$ cat src/verilog/ex_pkg.sv
/* execute stage shared definitions */
`default_nettype none

package ex_pkg;

    localparam int unsigned XLEN = 64;
    localparam int unsigned XLEN_W = 32;
    localparam int unsigned SHAMT_W = 6;

    // iterative unit, one bit per step
    localparam int unsigned STEP_W = 7;
    localparam int unsigned MUL_STEPS = XLEN;

    typedef logic [XLEN-1:0] xlen_t;

    // register and immediate forms share one op, op2 carries the immediate
    typedef enum logic [4:0] {
        OP_NONE,
        OP_ADD,
        OP_SUB,
        OP_SLL,
        OP_SLT,
        OP_SLTU,
        OP_XOR,
        OP_SRL,
        OP_SRA,
        OP_OR,
        OP_AND,
        OP_ADDW,
        OP_SUBW,
        OP_SLLW,
        OP_SRLW,
        OP_SRAW,
        OP_BEQ,
        OP_BNE,
        OP_BLT,
        OP_BGE,
        OP_BLTU,
        OP_BGEU,
        OP_MUL,
        OP_MULW,
        OP_DIV,
        OP_DIVU,
        OP_REM,
        OP_REMU
    } op_e;

    typedef enum logic [1:0] {
        MD_NONE,
        MD_MUL,
        MD_DIV
    } md_kind_e;

endpackage

`default_nettype wire
$ cat src/verilog/muldiv_if.sv
/* multiply and divide control bus */
`default_nettype none

interface muldiv_if;

    logic          load;
    logic          step;
    logic          signed_op;
    ex_pkg::xlen_t op_a;
    ex_pkg::xlen_t op_b;
    logic          done;

    // operand fields are driven from the stage top
    modport seq (
        output load,
        output step,
        output done,
        output signed_op,
        output op_a,
        output op_b
    );

    modport dp (
        input load,
        input step,
        input done,
        input signed_op,
        input op_a,
        input op_b
    );

endinterface

`default_nettype wire

$ cat src/verilog/ex_stage.sv
/* integer execute stage */
`default_nettype none

module ex_stage (
    input  logic          clk,
    input  logic          rst_i,
    input  logic          valid_i,
    input  ex_pkg::op_e   op_i,
    input  ex_pkg::xlen_t op1_i,
    input  ex_pkg::xlen_t op2_i,
    input  ex_pkg::xlen_t pc_i,
    input  ex_pkg::xlen_t imm_i,
    output ex_pkg::xlen_t rd_data_o,
    output logic          branch_taken_o,
    output ex_pkg::xlen_t redirect_pc_o,
    output logic          stall_req_o
);

    ex_pkg::md_kind_e md_kind;
    logic             md_signed;
    logic             is_mulw;
    logic             br_taken;
    logic             busy;
    ex_pkg::xlen_t    br_target;
    ex_pkg::xlen_t    alu_res;
    ex_pkg::xlen_t    product;
    ex_pkg::xlen_t    word_prod;
    ex_pkg::xlen_t    quotient;
    ex_pkg::xlen_t    remainder;
    ex_pkg::xlen_t    md_res;

    muldiv_if md_bus ();

    always_comb begin
        md_kind   = ex_pkg::MD_NONE;
        md_signed = 1'b0;
        case (op_i)
            ex_pkg::OP_MUL, ex_pkg::OP_MULW: begin
                md_kind = ex_pkg::MD_MUL;
            end
            ex_pkg::OP_DIV, ex_pkg::OP_REM: begin
                md_kind   = ex_pkg::MD_DIV;
                md_signed = 1'b1;
            end
            ex_pkg::OP_DIVU, ex_pkg::OP_REMU: begin
                md_kind = ex_pkg::MD_DIV;
            end
            default: begin
                md_kind = ex_pkg::MD_NONE;
            end
        endcase
    end

    // mulw only needs the low word of each operand
    assign is_mulw = op_i == ex_pkg::OP_MULW;
    assign md_bus.signed_op = md_signed;
    assign md_bus.op_a = is_mulw ?
        {{(ex_pkg::XLEN - ex_pkg::XLEN_W){1'b0}}, op1_i[ex_pkg::XLEN_W-1:0]} : op1_i;
    assign md_bus.op_b = is_mulw ?
        {{(ex_pkg::XLEN - ex_pkg::XLEN_W){1'b0}}, op2_i[ex_pkg::XLEN_W-1:0]} : op2_i;

    alu u_alu (
        .op_i     (op_i),
        .op1_i    (op1_i),
        .op2_i    (op2_i),
        .result_o (alu_res)
    );

    branch_unit u_branch (
        .op_i     (op_i),
        .op1_i    (op1_i),
        .op2_i    (op2_i),
        .pc_i     (pc_i),
        .imm_i    (imm_i),
        .taken_o  (br_taken),
        .target_o (br_target)
    );

    muldiv_seq u_seq (
        .clk     (clk),
        .rst_i   (rst_i),
        .start_i (valid_i),
        .kind_i  (md_kind),
        .busy_o  (busy),
        .ctl     (md_bus.seq)
    );

    mul_datapath u_mul (
        .clk       (clk),
        .md        (md_bus.dp),
        .product_o (product)
    );

    div_datapath u_div (
        .clk         (clk),
        .md          (md_bus.dp),
        .quotient_o  (quotient),
        .remainder_o (remainder)
    );

    assign word_prod = {{(ex_pkg::XLEN - ex_pkg::XLEN_W){product[ex_pkg::XLEN_W-1]}},
                        product[ex_pkg::XLEN_W-1:0]};

    // iterative result only counts in the done cycle
    always_comb begin
        md_res = '0;
        if (md_bus.done) begin
            case (op_i)
                ex_pkg::OP_MUL:                   md_res = product;
                ex_pkg::OP_MULW:                  md_res = word_prod;
                ex_pkg::OP_DIV, ex_pkg::OP_DIVU:  md_res = quotient;
                ex_pkg::OP_REM, ex_pkg::OP_REMU:  md_res = remainder;
                default:                          md_res = '0;
            endcase
        end
    end

    assign rd_data_o = !valid_i ? '0 :
                       (md_kind != ex_pkg::MD_NONE) ? md_res : alu_res;

    assign branch_taken_o = valid_i && br_taken;
    assign redirect_pc_o  = br_target;
    assign stall_req_o    = busy;

    op_held_in_stall: assert property (
        @(posedge clk) disable iff (rst_i) stall_req_o |=> $stable(op_i)
    );

endmodule

`default_nettype wire

$ cat src/verilog/div_datapath.sv
/* restoring divider */
`default_nettype none

module div_datapath (
    input  logic          clk,
    muldiv_if.dp          md,
    output ex_pkg::xlen_t quotient_o,
    output ex_pkg::xlen_t remainder_o
);

    ex_pkg::xlen_t         quo_q;
    ex_pkg::xlen_t         rem_q;
    ex_pkg::xlen_t         dvsr_q;
    ex_pkg::xlen_t         dividend_q;
    logic                  q_neg_q;
    logic                  r_neg_q;
    logic                  div_zero_q;
    logic                  a_neg;
    logic                  b_neg;
    ex_pkg::xlen_t         a_abs;
    ex_pkg::xlen_t         b_abs;
    logic [ex_pkg::XLEN:0] shifted;
    logic [ex_pkg::XLEN:0] trial;

    assign a_neg = md.signed_op && md.op_a[ex_pkg::XLEN-1];
    assign b_neg = md.signed_op && md.op_b[ex_pkg::XLEN-1];
    assign a_abs = a_neg ? -md.op_a : md.op_a;
    assign b_abs = b_neg ? -md.op_b : md.op_b;

    // partial remainder picks up the next dividend bit
    assign shifted = {rem_q, quo_q[ex_pkg::XLEN-1]};
    assign trial   = shifted - {1'b0, dvsr_q};

    always_ff @(posedge clk) begin
        if (md.load) begin
            quo_q      <= a_abs;
            rem_q      <= '0;
            dvsr_q     <= b_abs;
            dividend_q <= md.op_a;
            q_neg_q    <= a_neg ^ b_neg;
            r_neg_q    <= a_neg;
            div_zero_q <= md.op_b == '0;
        end else if (md.step) begin
            if (!trial[ex_pkg::XLEN]) begin
                rem_q <= trial[ex_pkg::XLEN-1:0];
                quo_q <= {quo_q[ex_pkg::XLEN-2:0], 1'b1};
            end else begin
                rem_q <= shifted[ex_pkg::XLEN-1:0];
                quo_q <= {quo_q[ex_pkg::XLEN-2:0], 1'b0};
            end
        end
    end

    // most negative over -1 wraps back to the dividend with zero remainder
    assign quotient_o  = div_zero_q ? '1 : (q_neg_q ? -quo_q : quo_q);
    assign remainder_o = div_zero_q ? dividend_q : (r_neg_q ? -rem_q : rem_q);

    no_load_during_step: assert property (
        @(posedge clk) md.load |-> !md.step
    );

endmodule

`default_nettype wire

$ cat src/verilog/mul_datapath.sv
/* shift-add multiplier */
`default_nettype none

module mul_datapath (
    input  logic          clk,
    muldiv_if.dp          md,
    output ex_pkg::xlen_t product_o
);

    ex_pkg::xlen_t acc_q;
    ex_pkg::xlen_t mcand_q;
    ex_pkg::xlen_t mplier_q;

    // low half of the product is the same for signed and unsigned
    always_ff @(posedge clk) begin
        if (md.load) begin
            acc_q    <= '0;
            mcand_q  <= md.op_a;
            mplier_q <= md.op_b;
        end else if (md.step) begin
            if (mplier_q[0]) begin
                acc_q <= acc_q + mcand_q;
            end
            mcand_q  <= mcand_q << 1;
            mplier_q <= mplier_q >> 1;
        end
    end

    assign product_o = acc_q;

endmodule

`default_nettype wire

$ cat src/verilog/muldiv_seq.sv
/* multiply and divide sequencer */
`default_nettype none

module muldiv_seq (
    input  logic             clk,
    input  logic             rst_i,
    input  logic             start_i,
    input  ex_pkg::md_kind_e kind_i,
    output logic             busy_o,
    muldiv_if.seq            ctl
);

    typedef enum logic [1:0] {
        IDLE,
        RUN,
        DONE
    } state_e;

    state_e                    state_q;
    logic [ex_pkg::STEP_W-1:0] cnt_q;
    logic                      go;
    logic                      last_step;

    // only iterative ops start the unit
    assign go        = start_i && (kind_i != ex_pkg::MD_NONE);
    assign last_step = cnt_q == (ex_pkg::MUL_STEPS - 1);

    always_ff @(posedge clk) begin
        if (rst_i) begin
            state_q <= IDLE;
            cnt_q   <= '0;
        end else begin
            case (state_q)
                IDLE: begin
                    if (go) begin
                        state_q <= RUN;
                        cnt_q   <= '0;
                    end
                end
                RUN: begin
                    cnt_q <= cnt_q + 1'b1;
                    if (last_step) begin
                        state_q <= DONE;
                    end
                end
                // result cycle, stall already released
                DONE:    state_q <= IDLE;
                default: state_q <= IDLE;
            endcase
        end
    end

    assign ctl.load = (state_q == IDLE) && go;
    assign ctl.step = state_q == RUN;
    assign ctl.done = state_q == DONE;

    assign busy_o = ((state_q == IDLE) && go) || (state_q == RUN);

    cnt_in_range: assert property (
        @(posedge clk) disable iff (rst_i) cnt_q <= ex_pkg::MUL_STEPS
    );

endmodule

`default_nettype wire

$ cat src/verilog/branch_unit.sv
/* branch resolution */
`default_nettype none

module branch_unit (
    input  ex_pkg::op_e   op_i,
    input  ex_pkg::xlen_t op1_i,
    input  ex_pkg::xlen_t op2_i,
    input  ex_pkg::xlen_t pc_i,
    input  ex_pkg::xlen_t imm_i,
    output logic          taken_o,
    output ex_pkg::xlen_t target_o
);

    logic eq;
    logic lt_s;
    logic lt_u;

    assign eq   = op1_i == op2_i;
    assign lt_s = $signed(op1_i) < $signed(op2_i);
    assign lt_u = op1_i < op2_i;

    always_comb begin
        case (op_i)
            ex_pkg::OP_BEQ:  taken_o = eq;
            ex_pkg::OP_BNE:  taken_o = !eq;
            ex_pkg::OP_BLT:  taken_o = lt_s;
            ex_pkg::OP_BGE:  taken_o = !lt_s;
            ex_pkg::OP_BLTU: taken_o = lt_u;
            ex_pkg::OP_BGEU: taken_o = !lt_u;
            default:         taken_o = 1'b0;
        endcase
    end

    assign target_o = pc_i + imm_i;

endmodule

`default_nettype wire

$ cat src/verilog/alu.sv
/* single-cycle integer alu */
`default_nettype none

module alu (
    input  ex_pkg::op_e   op_i,
    input  ex_pkg::xlen_t op1_i,
    input  ex_pkg::xlen_t op2_i,
    output ex_pkg::xlen_t result_o
);

    logic [ex_pkg::SHAMT_W-1:0]        shamt;
    logic [$clog2(ex_pkg::XLEN_W)-1:0] shamt_w;
    logic [ex_pkg::XLEN_W-1:0]         op1_w;
    logic [ex_pkg::XLEN_W-1:0]         sll_w;
    logic [ex_pkg::XLEN_W-1:0]         srl_w;
    logic [ex_pkg::XLEN_W-1:0]         sra_w;
    ex_pkg::xlen_t                     sum;
    ex_pkg::xlen_t                     diff;
    ex_pkg::xlen_t                     sra_res;

    function automatic ex_pkg::xlen_t sext_word(input logic [ex_pkg::XLEN_W-1:0] w);
        sext_word = {{(ex_pkg::XLEN - ex_pkg::XLEN_W){w[ex_pkg::XLEN_W-1]}}, w};
    endfunction

    assign shamt   = op2_i[ex_pkg::SHAMT_W-1:0];
    assign shamt_w = op2_i[$clog2(ex_pkg::XLEN_W)-1:0];
    assign op1_w   = op1_i[ex_pkg::XLEN_W-1:0];

    assign sum     = op1_i + op2_i;
    assign diff    = op1_i - op2_i;
    assign sra_res = $signed(op1_i) >>> shamt;

    // word shifts only see the low half of op1
    assign sll_w = op1_w << shamt_w;
    assign srl_w = op1_w >> shamt_w;
    assign sra_w = $signed(op1_w) >>> shamt_w;

    always_comb begin
        case (op_i)
            ex_pkg::OP_ADD:  result_o = sum;
            ex_pkg::OP_SUB:  result_o = diff;
            ex_pkg::OP_SLL:  result_o = op1_i << shamt;
            ex_pkg::OP_SLT:  result_o = ex_pkg::xlen_t'($signed(op1_i) < $signed(op2_i));
            ex_pkg::OP_SLTU: result_o = ex_pkg::xlen_t'(op1_i < op2_i);
            ex_pkg::OP_XOR:  result_o = op1_i ^ op2_i;
            ex_pkg::OP_SRL:  result_o = op1_i >> shamt;
            ex_pkg::OP_SRA:  result_o = sra_res;
            ex_pkg::OP_OR:   result_o = op1_i | op2_i;
            ex_pkg::OP_AND:  result_o = op1_i & op2_i;
            ex_pkg::OP_ADDW: result_o = sext_word(sum[ex_pkg::XLEN_W-1:0]);
            ex_pkg::OP_SUBW: result_o = sext_word(diff[ex_pkg::XLEN_W-1:0]);
            ex_pkg::OP_SLLW: result_o = sext_word(sll_w);
            ex_pkg::OP_SRLW: result_o = sext_word(srl_w);
            ex_pkg::OP_SRAW: result_o = sext_word(sra_w);
            default:         result_o = '0;
        endcase
    end

endmodule

`default_nettype wire

$ cat config.mk
export PLATFORM = sky130hd
export DESIGN_NAME = ex_stage
export DESIGN_NICKNAME = d
export VERILOG_FILES = /design/src/verilog/ex_pkg.sv /design/src/verilog/muldiv_if.sv /design/src/verilog/ex_stage.sv /design/src/verilog/div_datapath.sv /design/src/verilog/mul_datapath.sv /design/src/verilog/muldiv_seq.sv /design/src/verilog/branch_unit.sv /design/src/verilog/alu.sv
export SDC_FILE = /design/constraint.sdc
export NUM_CORES = 2
export LEC_CHECK = 0
export BUFFER_PORTS_ARGS = -buffer_cell sky130_fd_sc_hd__buf_4
export CORE_ASPECT_RATIO = 1.2
export CORE_MARGIN = 10
export CORE_UTILIZATION = 27
export DETAILED_ROUTE_END_ITERATION = 8
export HOLD_SLACK_MARGIN = 0.03
export PLACE_DENSITY = 0.41
export REMOVE_ABC_BUFFERS = 1
export SLEW_MARGIN = 20
export SYNTH_ARGS = -nofsm -noshare
export SYNTH_HDL_FRONTEND = slang
export SYNTH_SLANG_ARGS = --single-unit
$ cat constraint.sdc
create_clock -name clk -period 10.65 [get_ports clk]
set_clock_uncertainty 0.15 [all_clocks]
set_input_delay 2.13 -clock clk [delete_from_list [all_inputs] [get_ports clk]]
set_output_delay 2.13 -clock clk [all_outputs]
set_load 0.05 [all_outputs]
==> impl_metrics.prom <==
# TYPE chip_impl_metric gauge
chip_impl_metric{name="post_synth_num_cell_types",unit=""} 111
chip_impl_metric{name="cts.reportedPaths.clkPinSlew",unit="ns"} 0.06
chip_impl_metric{name="p_per_area",unit="nW/um^2"} 168.0
chip_impl_metric{name="switching_share",unit="%"} 49.06
chip_impl_metric{name="die_w",unit="um"} 436.6
chip_impl_metric{name="groute.usage.overall",unit="%"} 28.94
chip_impl_info{name="setup.worst_path.start",value="op1_i[18]"} 1
chip_impl_info{name="worst_setup_path_start_kind",value="input port"} 1
chip_impl_info{name="cts.root.buffer_cell",value="clkbuf_16"} 1
chip_impl_metric{name="postCtsSetupRepairBufs",unit=""} 0
chip_impl_metric{name="area_growth_synth_to_finish",unit="%"} 14.03
chip_impl_metric{name="power_share_of_the_clock_group",unit="%"} 19.0
chip_impl_metric{name="resized_gates_after_cts",unit=""} 0
chip_impl_metric{name="io_pins",unit=""} 394
chip_impl_info{name="critPathCaptureType",value="output port"} 1
chip_impl_metric{name="dieHeight",unit="um"} 519.9
chip_impl_metric{name="placedCellCount",unit=""} 10390
chip_impl_metric{name="max_freq",unit="MHz"} 98.34
chip_impl_metric{name="initial_core_util",unit="%"} 27.14
chip_impl_metric{name="place.detailed.hpwl",unit="um"} 281600
chip_impl_metric{name="dp_slack",unit="ns"} 0.7951
chip_impl_metric{name="rows",unit=""} 183
chip_impl_metric{name="synthSimpleGateAreaFrac",unit="%"} 18.76
chip_impl_metric{name="mappedNetlistArea",unit="um^2"} 56240
chip_impl_info{name="tritoncts",value="yes"} 1
chip_impl_metric{name="period_minus_slack",unit="ns"} 10.17
chip_impl_metric{name="grt_max_degree",unit=""} 124
chip_impl_metric{name="synth_compound_area_share",unit="%"} 30.86
chip_impl_info{name="synth.top_cells.by_area",value="edfxtp_1, ha_1, o21ai_0"} 1
chip_impl_metric{name="drv_slew",unit=""} 0
chip_impl_info{name="run_status",value="finished, final reports clean"} 1
chip_impl_metric{name="synthMuxAreaShare",unit="%"} 6.243
chip_impl_metric{name="design.core.area",unit="um^2"} 207200
chip_impl_metric{name="critical_path.max_fanout",unit=""} 14
chip_impl_metric{name="final_hold_violating_endpoints",unit=""} 0
chip_impl_metric{name="dpl-instance-area",unit="um^2"} 62160
chip_impl_metric{name="detail-route-antenna-nets",unit=""} 0
chip_impl_metric{name="worst_ep_required_time",unit="ns"} 8.37
chip_impl_info{name="holdCritStartpoint",value="u_seq.cnt_q[5]$_SDFFE_PP0P_"} 1
chip_impl_metric{name="first_pass_grt_wire_length",unit="um"} 479400
chip_impl_metric{name="cts-hold-fix-buffers",unit=""} 0
chip_impl_info{name="holdCritPathClass",value="flop to flop"} 1
chip_impl_metric{name="syn_inst",unit=""} 7570
chip_impl_metric{name="initial_antenna_violation_count",unit=""} 30
chip_impl_metric{name="synth_edf_count",unit=""} 323
chip_impl_metric{name="net-switching-power",unit="mW"} 5.287
chip_impl_metric{name="synth-warning-count",unit=""} 0
chip_impl_metric{name="route.detailed.wl_per_inst",unit="um"} 33.05
chip_impl_metric{name="netlist.area_leader.share",unit="%"} 17.25
chip_impl_metric{name="gp_congestion",unit=""} 1.023
chip_impl_metric{name="fillers",unit=""} 22730
chip_impl_metric{name="combinational_cell_fraction_of_total_power",unit="%"} 56.8
chip_impl_metric{name="average_cell_area_after_synthesis",unit="um^2"} 7.429
chip_impl_metric{name="ff_latch_area",unit="um^2"} 12440
chip_impl_metric{name="ctsLongestPathBuffers",unit=""} 3
chip_impl_metric{name="async_flop_share",unit="%"} 0
chip_impl_metric{name="final_nets",unit=""} 8342
chip_impl_metric{name="post_route_fraction_of_the_period_consumed_by_the_critical_path",unit="%"} 95.48
chip_impl_metric{name="leakage_power",unit="nW"} 25.92
chip_impl_info{name="rsz0062_at_grt",value="no"} 1
chip_impl_metric{name="finalInstanceArea",unit="um^2"} 64120
chip_impl_metric{name="dr_total_vias",unit=""} 61850
chip_impl_metric{name="tritoncts_num_sinks",unit=""} 460
chip_impl_info{name="yosys.area.top_type",value="edfxtp_1"} 1
chip_impl_info{name="synth_ff_type",value="edfxtp_1"} 1
chip_impl_info{name="synth.top_cells.by_count",value="nand2_1, o21ai_0, a21oi_1"} 1
chip_impl_metric{name="max-vdd-ir-drop",unit="uV"} 153.4
chip_impl_metric{name="multiInputGateArea",unit="um^2"} 40520
chip_impl_metric{name="final_setup_violation_count",unit=""} 0
chip_impl_metric{name="setup_slack",unit="ns"} 0.4812
chip_impl_metric{name="cellInternalPower",unit="mW"} 5.489
chip_impl_metric{name="post_drt_via_cell_ratio",unit=""} 5.885
chip_impl_metric{name="fp.dieArea",unit="um^2"} 227000
chip_impl_metric{name="grt_overflow_total",unit=""} 0
chip_impl_info{name="regToRegStartpoint",value="u_div.quo_q[63]$_DFFE_PP_"} 1
chip_impl_metric{name="synth-xor-area-share",unit="%"} 6.713
chip_impl_metric{name="cts.htree.levels",unit=""} 2
chip_impl_metric{name="fin_cells",unit=""} 10510
chip_impl_metric{name="drt_first_pass_iters",unit=""} 6
chip_impl_metric{name="holdWs",unit="ns"} 0.3292
chip_impl_info{name="most_used_standard_cell_by_instance_count_after_synthesis",value="nand2_1"} 1
chip_impl_metric{name="worstPathArrival",unit="ns"} 7.89
chip_impl_metric{name="worst_skew_pair.late_latency",unit="ns"} 0.70
chip_impl_metric{name="grt_pass1_vias",unit=""} 60170
chip_impl_metric{name="postSynthRegisterBits",unit=""} 460
chip_impl_metric{name="max_slew_margin",unit="%"} 12.88
chip_impl_metric{name="tritoncts.num_buffers",unit=""} 56
chip_impl_info{name="timing.setup.critical_path_class",value="input port to output port"} 1
chip_impl_metric{name="final_util",unit="%"} 30.95
chip_impl_metric{name="max_cap_violations",unit=""} 0
chip_impl_metric{name="transition_time_at_the_pin_with_the_least_slew_margin",unit="ns"} 1.293
chip_impl_metric{name="port-buffer-count",unit=""} 393
chip_impl_metric{name="synthAdderAreaFrac",unit="%"} 9.189
chip_impl_metric{name="routed_wl",unit="um"} 347300
chip_impl_metric{name="final_layout_size_suffix_gt1_share",unit="%"} 11.37
chip_impl_metric{name="share_of_the_yosys_chip_area_belonging_to_registers",unit="%"} 22.12
chip_impl_info{name="dominant_combinational_cell_family_by_area_after_synthesis",value="compound AO/OA/AOI/OAI gates"} 1
chip_impl_metric{name="dr.first_iter.drc_count",unit=""} 6679
chip_impl_metric{name="seq_power_share",unit="%"} 24.2
chip_impl_metric{name="drt_drc_violations_left",unit=""} 0
## area by class of cell
class                      instances  share of cell area, %
sequential                       460                  19.40
clock inverter                    26                 0.4859
multi-input combinational       6224                  63.19
tap                             2775                  5.415
timing repair buffer             569                  6.823
antenna                           20                0.07805
clock buffer                      79                  2.478
inverter                         357                  2.125
## logic make-up after synthesis
family	after synthesis
AOI/OAI and AO/OA	2782
and+or+nand+nor	2299
buffers and inverters	886
DFF	460
xor gates and xnor gates	431
adders and majority gates	410
muxes	302
## final timing paths
kind	to	cells after the start	slack, ns
max	rd_data_o[0]	17	0.48
min	u_seq.cnt_q[5]$_SDFFE_PP0P_	2	0.33
max reg2reg	u_div.rem_q[20]$_SDFFE_PP0P_	17	4.73
min reg2reg	u_seq.cnt_q[5]$_SDFFE_PP0P_	2	0.33
## through the flow
step | TNS (ns) | total power [mW]
after floorplan | -4843.52 | 6.507
after global placement | 0 | 8.668
after detailed placement | 0 | 8.661
after CTS | 0 | 10.76
after global routing | 0 | 11.37
final | 0 | 10.78
## sequential cells by signal, indices dropped and copies added (netlist names), 2 cells and up
register          flops
u_mul.mplier_q       64
u_mul.product_o      64
u_div.dividend_q     64
u_mul.mcand_q        64
u_seq.state_q         2
u_div.rem_q          64
u_seq.cnt_q           7
u_div.quo_q          64
u_div.dvsr_q         64
## worst max-delay path: stages
cell and delay [ns]:
buf_4 0.25, inv_1 0.16, ha_1 0.49, nor4_2 0.39, nand2b_1 0.16, nor4_1 0.49
o311ai_1 0.33, nand3_1 0.35, a31oi_2 0.27, o31ai_4 0.40, a21oi_2 0.22, o221ai_2 0.49
xnor2_1 0.16, o311ai_1 0.81, buf_4 0.23, and3_1 0.26, buf_4 0.24
## power groups by stage
stage | combinational [mW] | sequential [mW] | clock, mW
floorplan | 4.02 | 2.48 | 0
global placement | 6.04 | 2.63 | 0
detailed placement | 6.03 | 2.63 | 0
CTS | 6.07 | 2.59 | 2.09
global route | 6.58 | 2.64 | 2.15
finish | 6.12 | 2.60 | 2.05
## cells in the final DEF, fill, tap and decap left out, types with 70 or more instances in the layout
master	netlist	layout
xor2_1	136	136
ha_1	405	405
nor3_1	133	130
xnor2_1	295	294
edfxtp_1	323	323
nand2_1	873	869
a21o_1	179	179
o21ai_0	854	853
a31oi_1	95	95
nor2_1	644	631
inv_1	352	348
o31ai_1	91	91
nand4_1	93	93
nand3_1	133	131
a21oi_1	732	731
o22ai_1	96	95
buf_4	7	560
mux2i_1	227	227
o21bai_1	71	71
a221oi_1	85	85
dfxtp_1	137	137
a211oi_1	72	70
nand2b_1	84	83
## per-layer routing
metal / up-vias / global-route usage, % / wire (um)
li1: 28020 / - / -
met1: 30640 / 36.86 / 146400
met2: 2667 / 48.39 / 161200
met3: 520 / 3.333 / 19880
met4: 8 / 13.98 / 19750
met5: - / 0 / 85
Note: power is estimated with default switching activity, not from simulation.
